===== config.mk =====
export PLATFORM = sky130hd
export DESIGN_NAME = gmii_analyzer
export DESIGN_NICKNAME = d
export VERILOG_FILES = /design/src/verilog/gmii_analyzer_pkg.sv /design/src/verilog/apb_stat_regs.sv /design/src/verilog/frame_stats.sv /design/src/verilog/gmii_analyzer.sv /design/src/verilog/gmii_crc_check.sv
export VERILOG_INCLUDE_DIRS = /design/src /design/src/verilog
export SDC_FILE = /design/constraint.sdc
export NUM_CORES = 1
export LEC_CHECK = 0
export ABC_AREA = 1
export BUFFER_PORTS_ARGS = -buffer_cell sky130_fd_sc_hd__buf_2
export CORE_ASPECT_RATIO = 0.6
export CORE_MARGIN = 1
export CORE_UTILIZATION = 53
export CTS_CLUSTER_DIAMETER = 40
export DETAILED_ROUTE_END_ITERATION = 12
export GPL_ROUTABILITY_DRIVEN = 1
export HOLD_SLACK_MARGIN = 0.05
export PLACE_DENSITY = 0.8
export SETUP_SLACK_MARGIN = 0.05
export SYNTH_ARGS = -nofsm -noshare
export SYNTH_HDL_FRONTEND = slang
export SYNTH_SLANG_ARGS = --single-unit

===== constraint.sdc =====
create_clock -name clk -period 3.7 [get_ports clk]
set_clock_uncertainty 0.15 [all_clocks]
set_input_delay 0.74 -clock clk [delete_from_list [all_inputs] [get_ports clk]]
set_output_delay 0.74 -clock clk [all_outputs]
set_load 0.05 [all_outputs]

===== src/verilog/gmii_analyzer_defines.svh =====
`ifndef GMII_ANALYZER_DEFINES_SVH
`define GMII_ANALYZER_DEFINES_SVH

// register byte offsets
`define REG_ID              12'h000
`define REG_FLIP            12'h004
`define REG_CONTROL         12'h008
`define REG_PKTS            12'h010
`define REG_OCTETS          12'h014
`define REG_BAD_CRC_PKTS    12'h018
`define REG_BAD_CRC_OCTETS  12'h01C
`define REG_BAD_PRE_PKTS    12'h020
`define REG_BAD_PRE_OCTETS  12'h024
`define REG_FRAME_SIZE      12'h028

`define ID_VALUE            32'h474D_4131

// control register bits
`define CTRL_RUN_BIT        0
`define CTRL_FREEZE_BIT     1

`define PREAMBLE_OCTET      8'h55
`define SFD_OCTET           8'hD5
`define PREAMBLE_LEN        7

// reflected register value left by a frame with a correct FCS
`define CRC_RESIDUE         32'hDEBB_20E3

`endif


===== src/verilog/gmii_analyzer_pkg.sv =====
package gmii_analyzer_pkg;

    typedef logic [7:0]  octet_t;
    typedef logic [31:0] count_t;
    typedef logic [15:0] frame_len_t;
    typedef logic [11:0] apb_addr_t;
    typedef logic [31:0] apb_data_t;
    typedef logic [31:0] crc_t;

    typedef struct packed {
        octet_t d;
        logic   en;
        logic   er;
    } gmii_rx_t;

    typedef struct packed {
        logic preamble_ok;
        logic crc_ok;
    } frame_check_t;

    typedef struct packed {
        logic run;
        logic freeze;
    } stats_ctrl_t;

    typedef struct packed {
        count_t     pkts;
        count_t     octets;
        count_t     bad_crc_pkts;
        count_t     bad_crc_octets;
        count_t     bad_pre_pkts;
        count_t     bad_pre_octets;
        frame_len_t last_frame_size;
    } frame_stats_t;

    typedef enum logic {
        IDLE,
        IN_FRAME
    } rx_state_e;

    typedef enum logic [1:0] {
        SEARCH,
        BODY,
        FAILED
    } pre_state_e;

endpackage


===== src/verilog/apb_stat_regs.sv =====
`include "gmii_analyzer_defines.svh"

module apb_stat_regs (
    input  logic                            clk,
    input  logic                            resetn,
    input  logic                            psel,
    input  logic                            penable,
    input  logic                            pwrite,
    input  gmii_analyzer_pkg::apb_addr_t    paddr,
    input  gmii_analyzer_pkg::apb_data_t    pwdata,
    output gmii_analyzer_pkg::apb_data_t    prdata,
    output logic                            pready,
    output logic                            pslverr,
    input  gmii_analyzer_pkg::frame_stats_t stats,
    output gmii_analyzer_pkg::stats_ctrl_t  ctrl
);

    gmii_analyzer_pkg::apb_data_t flip;
    gmii_analyzer_pkg::apb_data_t ctrl_word;
    logic                         access;
    logic                         wr_en;
    logic                         hit;

    // no wait states
    assign pready = 1'b1;
    assign access = psel && penable;
    assign wr_en  = access && pwrite;

    always_ff @(posedge clk) begin
        if (!resetn) begin
            ctrl <= '0;
            flip <= '0;
        end else if (wr_en) begin
            case (paddr)
                `REG_CONTROL: begin
                    ctrl.run    <= pwdata[`CTRL_RUN_BIT];
                    ctrl.freeze <= pwdata[`CTRL_FREEZE_BIT];
                end
                `REG_FLIP: flip <= pwdata;
                default: ;
            endcase
        end
    end

    always_comb begin
        ctrl_word = '0;
        ctrl_word[`CTRL_RUN_BIT]    = ctrl.run;
        ctrl_word[`CTRL_FREEZE_BIT] = ctrl.freeze;
    end

    // read mux, also flags unmapped offsets
    always_comb begin
        hit = 1'b1;
        case (paddr)
            `REG_ID:             prdata = `ID_VALUE;
            `REG_FLIP:           prdata = ~flip;
            `REG_CONTROL:        prdata = ctrl_word;
            `REG_PKTS:           prdata = stats.pkts;
            `REG_OCTETS:         prdata = stats.octets;
            `REG_BAD_CRC_PKTS:   prdata = stats.bad_crc_pkts;
            `REG_BAD_CRC_OCTETS: prdata = stats.bad_crc_octets;
            `REG_BAD_PRE_PKTS:   prdata = stats.bad_pre_pkts;
            `REG_BAD_PRE_OCTETS: prdata = stats.bad_pre_octets;
            `REG_FRAME_SIZE:     prdata = gmii_analyzer_pkg::apb_data_t'(stats.last_frame_size);
            default: begin
                prdata = '0;
                hit    = 1'b0;
            end
        endcase
    end

    assign pslverr = access && !hit;

endmodule


===== src/verilog/frame_stats.sv =====
`include "gmii_analyzer_defines.svh"

module frame_stats (
    input  logic                            clk,
    input  logic                            resetn,
    input  gmii_analyzer_pkg::gmii_rx_t     rx,
    input  gmii_analyzer_pkg::frame_check_t check,
    input  gmii_analyzer_pkg::stats_ctrl_t  ctrl,
    output gmii_analyzer_pkg::frame_stats_t stats
);

    gmii_analyzer_pkg::rx_state_e    state;
    gmii_analyzer_pkg::frame_len_t   full_len;
    gmii_analyzer_pkg::frame_len_t   post_len;
    logic                            done;
    logic                            frozen;
    gmii_analyzer_pkg::frame_stats_t live;
    gmii_analyzer_pkg::frame_stats_t live_next;

    // classification of the finished frame
    always_comb begin
        live_next = live;
        if (!check.preamble_ok) begin
            live_next.bad_pre_pkts   = live.bad_pre_pkts + 32'd1;
            live_next.bad_pre_octets = live.bad_pre_octets +
                                       gmii_analyzer_pkg::count_t'(full_len);
        end else if (check.crc_ok) begin
            live_next.pkts   = live.pkts + 32'd1;
            live_next.octets = live.octets + gmii_analyzer_pkg::count_t'(post_len);
        end else begin
            live_next.bad_crc_pkts   = live.bad_crc_pkts + 32'd1;
            live_next.bad_crc_octets = live.bad_crc_octets +
                                       gmii_analyzer_pkg::count_t'(post_len);
        end
        live_next.last_frame_size = full_len;
    end

    always_ff @(posedge clk) begin
        if (!resetn || !ctrl.run) begin
            state    <= gmii_analyzer_pkg::IDLE;
            full_len <= '0;
            post_len <= '0;
            done     <= 1'b0;
            frozen   <= 1'b0;
            live     <= '0;
            stats    <= '0;
        end else begin
            done <= 1'b0;
            case (state)
                gmii_analyzer_pkg::IDLE: begin
                    if (rx.en) begin
                        state    <= gmii_analyzer_pkg::IN_FRAME;
                        full_len <= 16'd1;
                        post_len <= 16'd0;
                        frozen   <= ctrl.freeze;
                    end
                end
                gmii_analyzer_pkg::IN_FRAME: begin
                    if (rx.en) begin
                        full_len <= full_len + 16'd1;
                        // octets past preamble and sfd
                        if (full_len >= `PREAMBLE_LEN + 1) begin
                            post_len <= post_len + 16'd1;
                        end
                    end else begin
                        state <= gmii_analyzer_pkg::IDLE;
                        done  <= 1'b1;
                    end
                end
                default: begin
                    state <= gmii_analyzer_pkg::IDLE;
                end
            endcase

            // lengths and frozen still hold the old frame here,
            // even if the next one starts this cycle
            if (done) begin
                live <= live_next;
                if (!frozen) begin
                    stats <= live_next;
                end
            end
        end
    end

endmodule


===== src/verilog/gmii_analyzer.sv =====
module gmii_analyzer (
    input  logic                         clk,
    input  logic                         resetn,
    input  gmii_analyzer_pkg::gmii_rx_t  rx,
    input  logic                         psel,
    input  logic                         penable,
    input  logic                         pwrite,
    input  gmii_analyzer_pkg::apb_addr_t paddr,
    input  gmii_analyzer_pkg::apb_data_t pwdata,
    output gmii_analyzer_pkg::apb_data_t prdata,
    output logic                         pready,
    output logic                         pslverr
);

    gmii_analyzer_pkg::frame_check_t check;
    gmii_analyzer_pkg::stats_ctrl_t  ctrl;
    gmii_analyzer_pkg::frame_stats_t stats;

    gmii_crc_check u_crc_check (
        .clk    (clk),
        .resetn (resetn),
        .rx     (rx),
        .check  (check)
    );

    frame_stats u_frame_stats (
        .clk    (clk),
        .resetn (resetn),
        .rx     (rx),
        .check  (check),
        .ctrl   (ctrl),
        .stats  (stats)
    );

    // host side
    apb_stat_regs u_regs (
        .clk     (clk),
        .resetn  (resetn),
        .psel    (psel),
        .penable (penable),
        .pwrite  (pwrite),
        .paddr   (paddr),
        .pwdata  (pwdata),
        .prdata  (prdata),
        .pready  (pready),
        .pslverr (pslverr),
        .stats   (stats),
        .ctrl    (ctrl)
    );

endmodule


===== src/verilog/gmii_crc_check.sv =====
`include "gmii_analyzer_defines.svh"

module gmii_crc_check (
    input  logic                            clk,
    input  logic                            resetn,
    input  gmii_analyzer_pkg::gmii_rx_t     rx,
    output gmii_analyzer_pkg::frame_check_t check
);

    localparam gmii_analyzer_pkg::crc_t CRC_POLY = 32'hEDB8_8320;

    gmii_analyzer_pkg::pre_state_e state;
    logic [3:0]                    pre_cnt;
    gmii_analyzer_pkg::crc_t       crc;
    logic                          er_seen;
    logic                          frame_end;

    // lsb-first crc-32, one octet per call
    function automatic gmii_analyzer_pkg::crc_t crc_step(
        input gmii_analyzer_pkg::crc_t   c,
        input gmii_analyzer_pkg::octet_t d
    );
        gmii_analyzer_pkg::crc_t r;
        r = c ^ {24'd0, d};
        for (int i = 0; i < 8; i++) begin
            r = r[0] ? ((r >> 1) ^ CRC_POLY) : (r >> 1);
        end
        return r;
    endfunction

    // en low after anything but plain idle
    assign frame_end = !rx.en &&
                       ((state != gmii_analyzer_pkg::SEARCH) || (pre_cnt != 4'd0));

    always_ff @(posedge clk) begin
        if (!resetn) begin
            state   <= gmii_analyzer_pkg::SEARCH;
            pre_cnt <= 4'd0;
            er_seen <= 1'b0;
            check   <= '0;
        end else if (!rx.en) begin
            if (frame_end) begin
                check.preamble_ok <= (state == gmii_analyzer_pkg::BODY);
                check.crc_ok      <= (state == gmii_analyzer_pkg::BODY) && !er_seen &&
                                     (crc == `CRC_RESIDUE);
            end
            state   <= gmii_analyzer_pkg::SEARCH;
            pre_cnt <= 4'd0;
            er_seen <= 1'b0;
        end else begin
            if (rx.er) begin
                er_seen <= 1'b1;
            end
            if (state == gmii_analyzer_pkg::SEARCH) begin
                if (rx.d == `PREAMBLE_OCTET) begin
                    // saturate so a long preamble cannot wrap back to a valid count
                    if (pre_cnt != 4'hF) begin
                        pre_cnt <= pre_cnt + 4'd1;
                    end
                end else if (rx.d == `SFD_OCTET && pre_cnt == `PREAMBLE_LEN) begin
                    state <= gmii_analyzer_pkg::BODY;
                end else begin
                    state <= gmii_analyzer_pkg::FAILED;
                end
            end
        end
    end

    // crc preset while searching, folded per body octet
    always_ff @(posedge clk) begin
        if (state == gmii_analyzer_pkg::SEARCH) begin
            crc <= '1;
        end else if (state == gmii_analyzer_pkg::BODY && rx.en) begin
            crc <= crc_step(crc, rx.d);
        end
    end

endmodule

### After elaboration in Yosys (flattened, before gate mapping)

Index checks and enable logic that the tools add are counted.

* $add $sub $neg: 9
* magnitude comparators: 1
* equality and inequality tests: 18
* mux-type cells: 24
* bitwise gates (word level): 14
* reductions and logical operators: 31

Operators with widths (count)
* $pmux W32 S10: 1
* $mux W32: 8
* $mux W64: 3
* $mux W128: 1
* $not A13 Y14: 8
* $add A32 B1 Y32 const B: 3
* $add A32 B16 Y32: 3
* $mux W16: 5
* $pmux W16 S2: 2
* $eq A12 B5 Y1 const B: 4
* $eq A12 B6 Y1 const B: 3
* $add A16 B1 Y16 const B: 2
* $eq A32 B32 Y1 const B: 1
* $not A32 Y32: 1
* $xor A32 B8 Y32: 1
* $ge A16 B4 Y1 const B: 1
* $reduce_and A2 Y1: 8
* $eq A12 B3 Y1 const B: 1
* $eq A12 B4 Y1 const B: 1
* $logic_not A12 Y1: 1
* $reduce_or A10 Y1: 1
* $eq A8 B7 Y1 const B: 1
* $eq A8 B8 Y1 const B: 1
* $logic_and A1 B1 Y1: 8
* 15 further kinds: 28

* flip-flop bits (word level): 510
* input port bits: 59
* output and inout port bits: 34

### Logic depth before layout (Yosys ltp)

Gate-level depths: netlist of the first run.

* word-level depth: 17
* depth in mapped cells: 14
* gate-level depth less buffers: 14

### By module

From an unflattened synthesis of the first run, not the netlist that was laid out.

* cell total of the unflattened synthesis: 4863
* area, all modules: 30252.8 um^2

Modules (own cells, without submodules)
* frame_stats: instances 1, cells each 3696, area an instance 23676.5 um^2
* apb_stat_regs: instances 1, cells each 704, area an instance 3678.5 um^2
* gmii_crc_check: instances 1, cells each 463, area an instance 2897.8 um^2

### Least setup slack after synthesis of the first run

OpenSTA, ideal clock, no wires.

* path type: input port to output port
* from: input port paddr[0]
* to: output port pslverr
* arrival time: 3.012 ns
* path slack: -0.202 ns
* stages on the path: 7
* path through: inv_1 -> nand2_1 -> nor3_1 -> nand2_1 -> buf_2 -> nand2_1 -> nor4_1

* cells in the longest elaborated chain, start to end: 5
* elaborated cells between the ends (all ways): 14
* those cells by class: eq/ne (9); mux (1); reduce/logical (4)

Ends and longest elaborated chain
* start, declared: line gmii_analyzer.sv:8 `input gmii_analyzer_pkg::apb_addr_t paddr,`
* $eq A12 B3 Y1 (tied with other cells): line apb_stat_regs.sv:54 `case (paddr)`
* $reduce_or A10 Y1 (no line) *
* $mux W1 *: line apb_stat_regs.sv:54
* $logic_not A1 Y1 *: line apb_stat_regs.sv:72 `assign pslverr = access && !hit;`
* $logic_and A1 B1 Y1 *: line apb_stat_regs.sv:72
* end, declared: line gmii_analyzer.sv:12 `output logic pslverr`

Mark *: on every way between the ends. The rest lies on a longest branch, timed or not.

### Final worst setup path of the first run

* from: input port paddr[7]
* to: output port prdata[17]

* cells in the longest elaborated chain, start to end: 2
* elaborated cells between the ends (all ways): 11
* those cells by class: eq/ne (9); mux (1); reduce/logical (1)

Ends and longest elaborated chain
* $eq A12 B6 Y1 (tied with other cells): line apb_stat_regs.sv:54
* $pmux W32 S10 *: line apb_stat_regs.sv:54
* end, declared: line gmii_analyzer.sv:10 `output gmii_analyzer_pkg::apb_data_t prdata,`

Marks and branches as above.

==> results of run 1 <==
-- metal layers --
metal	track usage, %	wire length, um	vias to the layer above
met1	55.0	46800	14300
met5	0	0	-
met4	7.74	2260	0
met3	10.1	15100	155
li1	-	-	15200
met2	48.9	39700	1571
-- final cells by class --
class | instances | share of cell area, %
diodes | 1 | 0.00757
flip-flops and latches | 510 | 30.9
well taps | 748 | 2.83
clock inverters | 35 | 1.21
inverters | 737 | 8.40
clock buffers | 74 | 4.91
repair buffers | 156 | 3.59
multi-input cells | 3249 | 48.2
-- where the power goes --
part / internal, W / switching [W] / total (W)
Sequential: 0.00549 / 0.000000841 / 0.00549
Clock: 0.00337 / 0.00271 / 0.00608
Combinational: 0.0000772 / 0.000161 / 0.000238
Total: 0.00893 / 0.00287 / 0.0118
-- cell families after synthesis --
logic type / count (synthesis) / share of synthesized area, %
flops: 510 / 34.4
fa+ha+maj: 59 / 2.56
other cells: 1 / 0.0126
xor+xnor: 127 / 3.86
buf+inv: 933 / 12.0
mux: 11 / 0.371
simple gates: 2070 / 29.5
compound gates: 981 / 17.3
-- registers in the layout (all words and copies together) (netlist names), 2 cells and up --
register	flops
u_crc_check.crc	32
u_regs.ctrl	2
u_frame_stats.full_len	16
u_crc_check.pre_cnt	4
u_frame_stats.post_len	16
u_frame_stats.live	192
u_crc_check.state	2
u_frame_stats.stats	208
u_regs.flip	32
u_crc_check.check	2
-- placed cells by master (no fill, tap or decap), types with 4 or more instances in the layout --
cell and instances:
a211oi_1 11, a21oi_1 482, a221oi_1 6, a22o_1 4
and2_1 4, buf_12 17, buf_2 78, buf_4 60
clkbuf_1 7, clkbuf_16 60, clkbuf_8 7, clkinv_2 4
clkinvlp_4 6, dfxtp_1 509, ha_1 56, inv_1 721
inv_2 12, inv_6 12, inv_8 6, mux2i_1 11
nand2_1 1119, nand2_2 6, nand3_1 372, nand3b_1 10
nand4_1 80, nor2_1 363, nor3_1 69, nor4_1 15
o211ai_1 38, o21ai_0 404, o221ai_1 6, o22ai_1 21
or2_2 16, xnor2_1 30, xor2_1 94
-- worst paths after layout --
kind,slack [ns],end,start
worst max-delay path,0.15,prdata[17],paddr[7]
worst max register to register,0.80,u_frame_stats.live[97]$_SDFFE_PP0P_,u_frame_stats.post_len[8]$_SDFFE_PP0P_
worst min-delay path,0.20,u_crc_check.er_seen$_SDFFE_PN0P_,rx[0]
worst min register to register,0.30,u_regs.flip[25]$_SDFFE_PN0P_,u_regs.flip[25]$_SDFFE_PN0P_
-- metrics by stage --
stage               instances  cell area, sq um
floorplan                4692             29700
global placement         5397             31000
detailed placement       5397             31000
CTS                      5506             33000
global route             5509             33100
finish                   5510             33100
-- worst reg2reg max path, stage by stage (launching register included) --
cell and delay, ns:
dfxtp_1 0.45, ha_1 0.47, nand2_1 0.13, nor2_1 0.39, nand3_1 0.31, nand3_1 0.21
nand2_1 0.07, nand2_1 0.16, nand3_1 0.09, nand2_1 0.20, a21oi_1 0.09
-- repair_timing --
| action | CTS | global route |
|---|---|---|
| gates resized for setup | 1 | 6 |
| buffers inserted | 0 | 3 |
| pin swaps | 0 | 1 |
| endpoints found under the setup margin | 1 | 15 |
==> results.md, run 1 <==
* Worst-path fanout max at 10
* Vias in the first global route at 26900
* CP Capture Type: output pin
* Starting Density at 54.2%
* Layout cells sized above 1 at 6.57%
* Clk pin slew, worst setup/hold paths at 0.06 ns
* Post-place setup slack at -0.00828 ns
* Final GP Congestion at 1.03
* GRT overflow at 0
* Register area at 10200 sq um
* Rel. slew slack at 16.4%
* Share of the synthesized area in the top cell type at 34.4%
* Most used DFF post-synth: dfxtp_1
* Synth Cell Area at 29700 sq um
* Row count at 66
* Worst-margin pin slew at 1.25 ns
* Die Y at 185 um
* Worst-case reg-to-reg path depth at 10
* Final period utilization at 96.0%
* Pwr/cell area at 357 nW/um^2
* Worst Path Buf+Inv at 5
* Mapped Nets at 4810
* CP max stage cell: nor2_1
* Worst VDD drop at 0.000351 V
* Drt initial violations at 4131
* Top cells by area, synth: dfxtp_1 34%, nand2_1 14%, inv_1 9.2%
* Post-route DRC violation count at 0
* Distinct cell type count after synthesis at 46
* Total Routed Length at 104000 um
* Overall Global Routing Usage at 36.0%
* Cells after synthesis at 4692
* Setup crit start kind: input pin
* Status: completed
* Hold path depth at 3
* Register area share after synthesis at 34.4%
* CTS tree: built
* LEAKAGE at 14.5 nW
* YS warnings at 0
* Commonest cells in the netlist: 1121 x nand2_1, 725 x inv_1, 510 x dfxtp_1, 482 x a21oi_1, 404 x o21ai_0
* Final setup margin at 0.149 ns
* IO Pins at 93
* DPL Wire Length at 78100 um
* Crit path time final at 3.55 ns
* Average wire per cell in the routed design at 18.9 um
* TritonCTS Buffers at 58
* Final setup violation count at 0
* Multi-input logic area at 15900 sq um
* RSZ-0062 raised after global routing: yes
* EDFF count, synth at 0
* Die X at 307 um
* Synth Register Bits at 510
* CTS Sinks at 510
* Routed via count at 31300
* Worst-path cell chain: buf_2, nor2_1, nand3_1, nor2_1, nand2_1, inv_2, buf_4, nand2_1, nand3_1, a21oi_1, a21oi_1, buf_4, buf_12
* Total negative setup slack at 0 ns
* WS Path Type: input pin to output pin
* Syn_area_per_cell at 6.32 sq um
* Worst hold-check path type: input pin to flop
* DRT Pass-1 Iters at 6
* Layout area overhead at 11.5%
* Maximum Capacitance Violations at 0
* Levels on crit path at 13
* Largest net degree at the start of global routing at 167
* # fillers at 5246
* CP arrival at 2.66 ns
* Root buf cell: clkbuf_16
* Antenna Nets Post-Route at 0
* Final Max Tran Viols at 0
* Vias per Instance at 5.67
* Final Hold Viols at 0
* Worst hold-check slack at 0.201 ns
* Worst path max stage delay at 0.23 ns
* FMAX at 282 MHz
* Asr flop ratio synth at 0%
* Total die area at 57000 sq um
* CORE AREA at 54800 sq um
* Clock Latency Late Sink at 0.63 ns
* Nets at 4830
* Post-CTS Hold Fix Bufs at 0
* Total power at 0.0118 W
* Final core area utilization at 60.4%
* Most common cell in the synthesized netlist: nand2_1
* CP required at 2.81 ns
* Clock buffer depth at 3
* First-pass GRT wire length at 159000 um
* Delay-heaviest family, CP: simple AND/OR/NAND/NOR gates
* H-tree levels at 2
* Leading area contributor after synthesis: dfxtp_1
* Port Buffer Count at 91
* Antenna violations before repair at 1
No activity file was read; power rests on OpenSTA's default activity.
==> inputs of run 2 (changes only) <==
Settings changed: CORE_MARGIN 1 to 10.
==> run 2 against run 1 <==
Power rose by 1.6%. Via count grew 0.27%. Combinational power fell by 2%. Worst hold slack got worse by 0.025 ns. Die area grew 16%. Global-route usage fell by 5.9 points. Critical path depth down 3. Critical endpoint is now prdata[18].
==> results.md, run 2 (synthesis results as in run 1) <==
* Total die area at 66100 sq um
* Overall Global Routing Usage at 30.1%
* Average wire per cell in the routed design at 18.9 um
* Layout area overhead at 11.6%
* Drt initial violations at 4151
* Antenna Nets Post-Route at 0
* Worst-path fanout max at 12
* FMAX at 278 MHz
* CTS Sinks at 510
* Largest net degree at the start of global routing at 197
* Post-CTS Hold Fix Bufs at 0
* LEAKAGE at 14.5 nW
* DPL Wire Length at 76900 um
* Rel. slew slack at 30.5%
* Sequential Power Share at 45.8%
* Die X at 325 um
* Logic gate share of total power at 1.9%
* Total Routed Length at 104000 um
* Clock Latency Late Sink at 0.63 ns
* GRT overflow at 0
* Clock buffer depth at 3
* Post-route DRC violation count at 0
* Post-place setup slack at 0.0850 ns
* Final period utilization at 97.3%
* Worst hold-check path type: input pin to flop
* Biggest register: u_frame_stats.stats
* Setup crit start kind: input pin
* Crit path time final at 3.60 ns
* WS Path Type: input pin to output pin
* Die Y at 203 um
* Routed via count at 31300
* Nets at 4820
* Root buf cell: clkbuf_16
* RSZ-0062 raised after global routing: yes
* CP arrival at 2.71 ns
* CORE AREA at 55600 sq um
* Total power at 0.0120 W
* CP required at 2.81 ns
* Total net switching power at 0.00285 W
* Largest register FFs at 208
* Antenna violations before repair at 3
* CP Capture Type: output pin
* Final Hold Viols at 0
* Layout cells sized above 1 at 6.34%
* TritonCTS Buffers at 59
* H-tree levels at 2
* DRT Pass-1 Iters at 7
* Commonest non-fill, non-tap cells in the layout: 1119 x nand2_1, 723 x inv_1, 509 x dfxtp_1
* Int Pwr at 0.00914 W
* Pwr/cell area at 362 nW/um^2
* R2R Setup Slk at 0.75 ns
* Final setup violation count at 0
* Net Sw Frac at 23.8%
* Vias per Instance at 5.69
* Total negative setup slack at 0 ns
* Regs by FF count: u_frame_stats.stats: 208 flops, u_frame_stats.live: 192 flops
* Row count at 67
* Clk pin slew, worst setup/hold paths at 0.06 ns
* Vias in the first global route at 27200
* Maximum Capacitance Violations at 0
* Final GP Congestion at 1.01
* First-pass GRT wire length at 160000 um
* IO Pins at 93
* Worst-margin pin slew at 1.04 ns
* Final core area utilization at 59.6%
* Starting Density at 53.4%
* Worst VDD drop at 0.000358 V
* Port Buffer Count at 91
* CTS tree: built
* Status: completed
* Final Max Tran Viols at 0
* Final setup margin at 0.0984 ns
* Clock power frac at 52.3%
* Worst hold-check slack at 0.175 ns
* Commonest non-fill, non-tap cell in the layout: nand2_1
[run 2: worst max-delay path, stage by stage]
cell,delay [ns]
buf_2,0.07
inv_1,0.03
nand2_1,0.24
nor3_1,0.08
buf_4,0.16
nand2_1,0.09
inv_1,0.17
a221oi_1,0.54
nand2_1,0.33
buf_12,0.24
[run 2: power by group through the flow]
stage	registers [W]	logic (W)	clock network [W]
after floorplan	0.00561	0.000136	0
after global placement	0.00561	0.000223	0
after detailed placement	0.00561	0.000225	0
after CTS	0.00549	0.000227	0.00630
after global routing	0.00549	0.000253	0.00652
final	0.00549	0.000233	0.00627
[run 2: layout make-up]
type	instances	area, sq um
inverter	737	2780
fill	5379	22500
timing repair buffer	145	1150
multi-input combinational	3249	15900
sequential	510	10200
clock inverter	42	528
clock buffer	68	1550
tap	759	950
antenna	1	2.50
[run 2: worst paths after layout]
kind / from / endpoint / cells after the start
hold / removal: rx[0] / u_crc_check.er_seen$_SDFFE_PN0P_ / 3
setup / recovery: paddr[0] / prdata[18] / 10
setup reg to reg: u_crc_check.check[1]$_SDFFE_PN0P_ / u_frame_stats.stats[133]$_SDFFE_PP0P_ / 8
hold reg to reg: u_regs.flip[21]$_SDFFE_PN0P_ / u_regs.flip[21]$_SDFFE_PN0P_ / 2
[run 2: per-stage QoR]
stage	area [sq um]	std cells
6_report	33100	5511
5_1_grt	33100	5511
4_1_cts	33100	5510
3_5_place_dp	31000	5400
3_3_place_gp	31000	5400
2_1_floorplan	29700	4692
[run 2: repair_timing]
| item | 4_1_cts | 5_1_grt |
|---|---|---|
| gates resized for setup | 0 | 4 |
| setup buffers | 0 | 0 |
| endpoints found under the hold margin | 0 | 0 |
| setup endpoints to repair | 0 | 6 |
[run 2: layer usage]
metal	track usage, %	vias up	part of all wire, %
li1	-	15200	-
met1	45.8	14400	45
met2	41.5	1646	39
met3	7.23	151	13
met4	7.18	0	2.2
met5	0	-	0
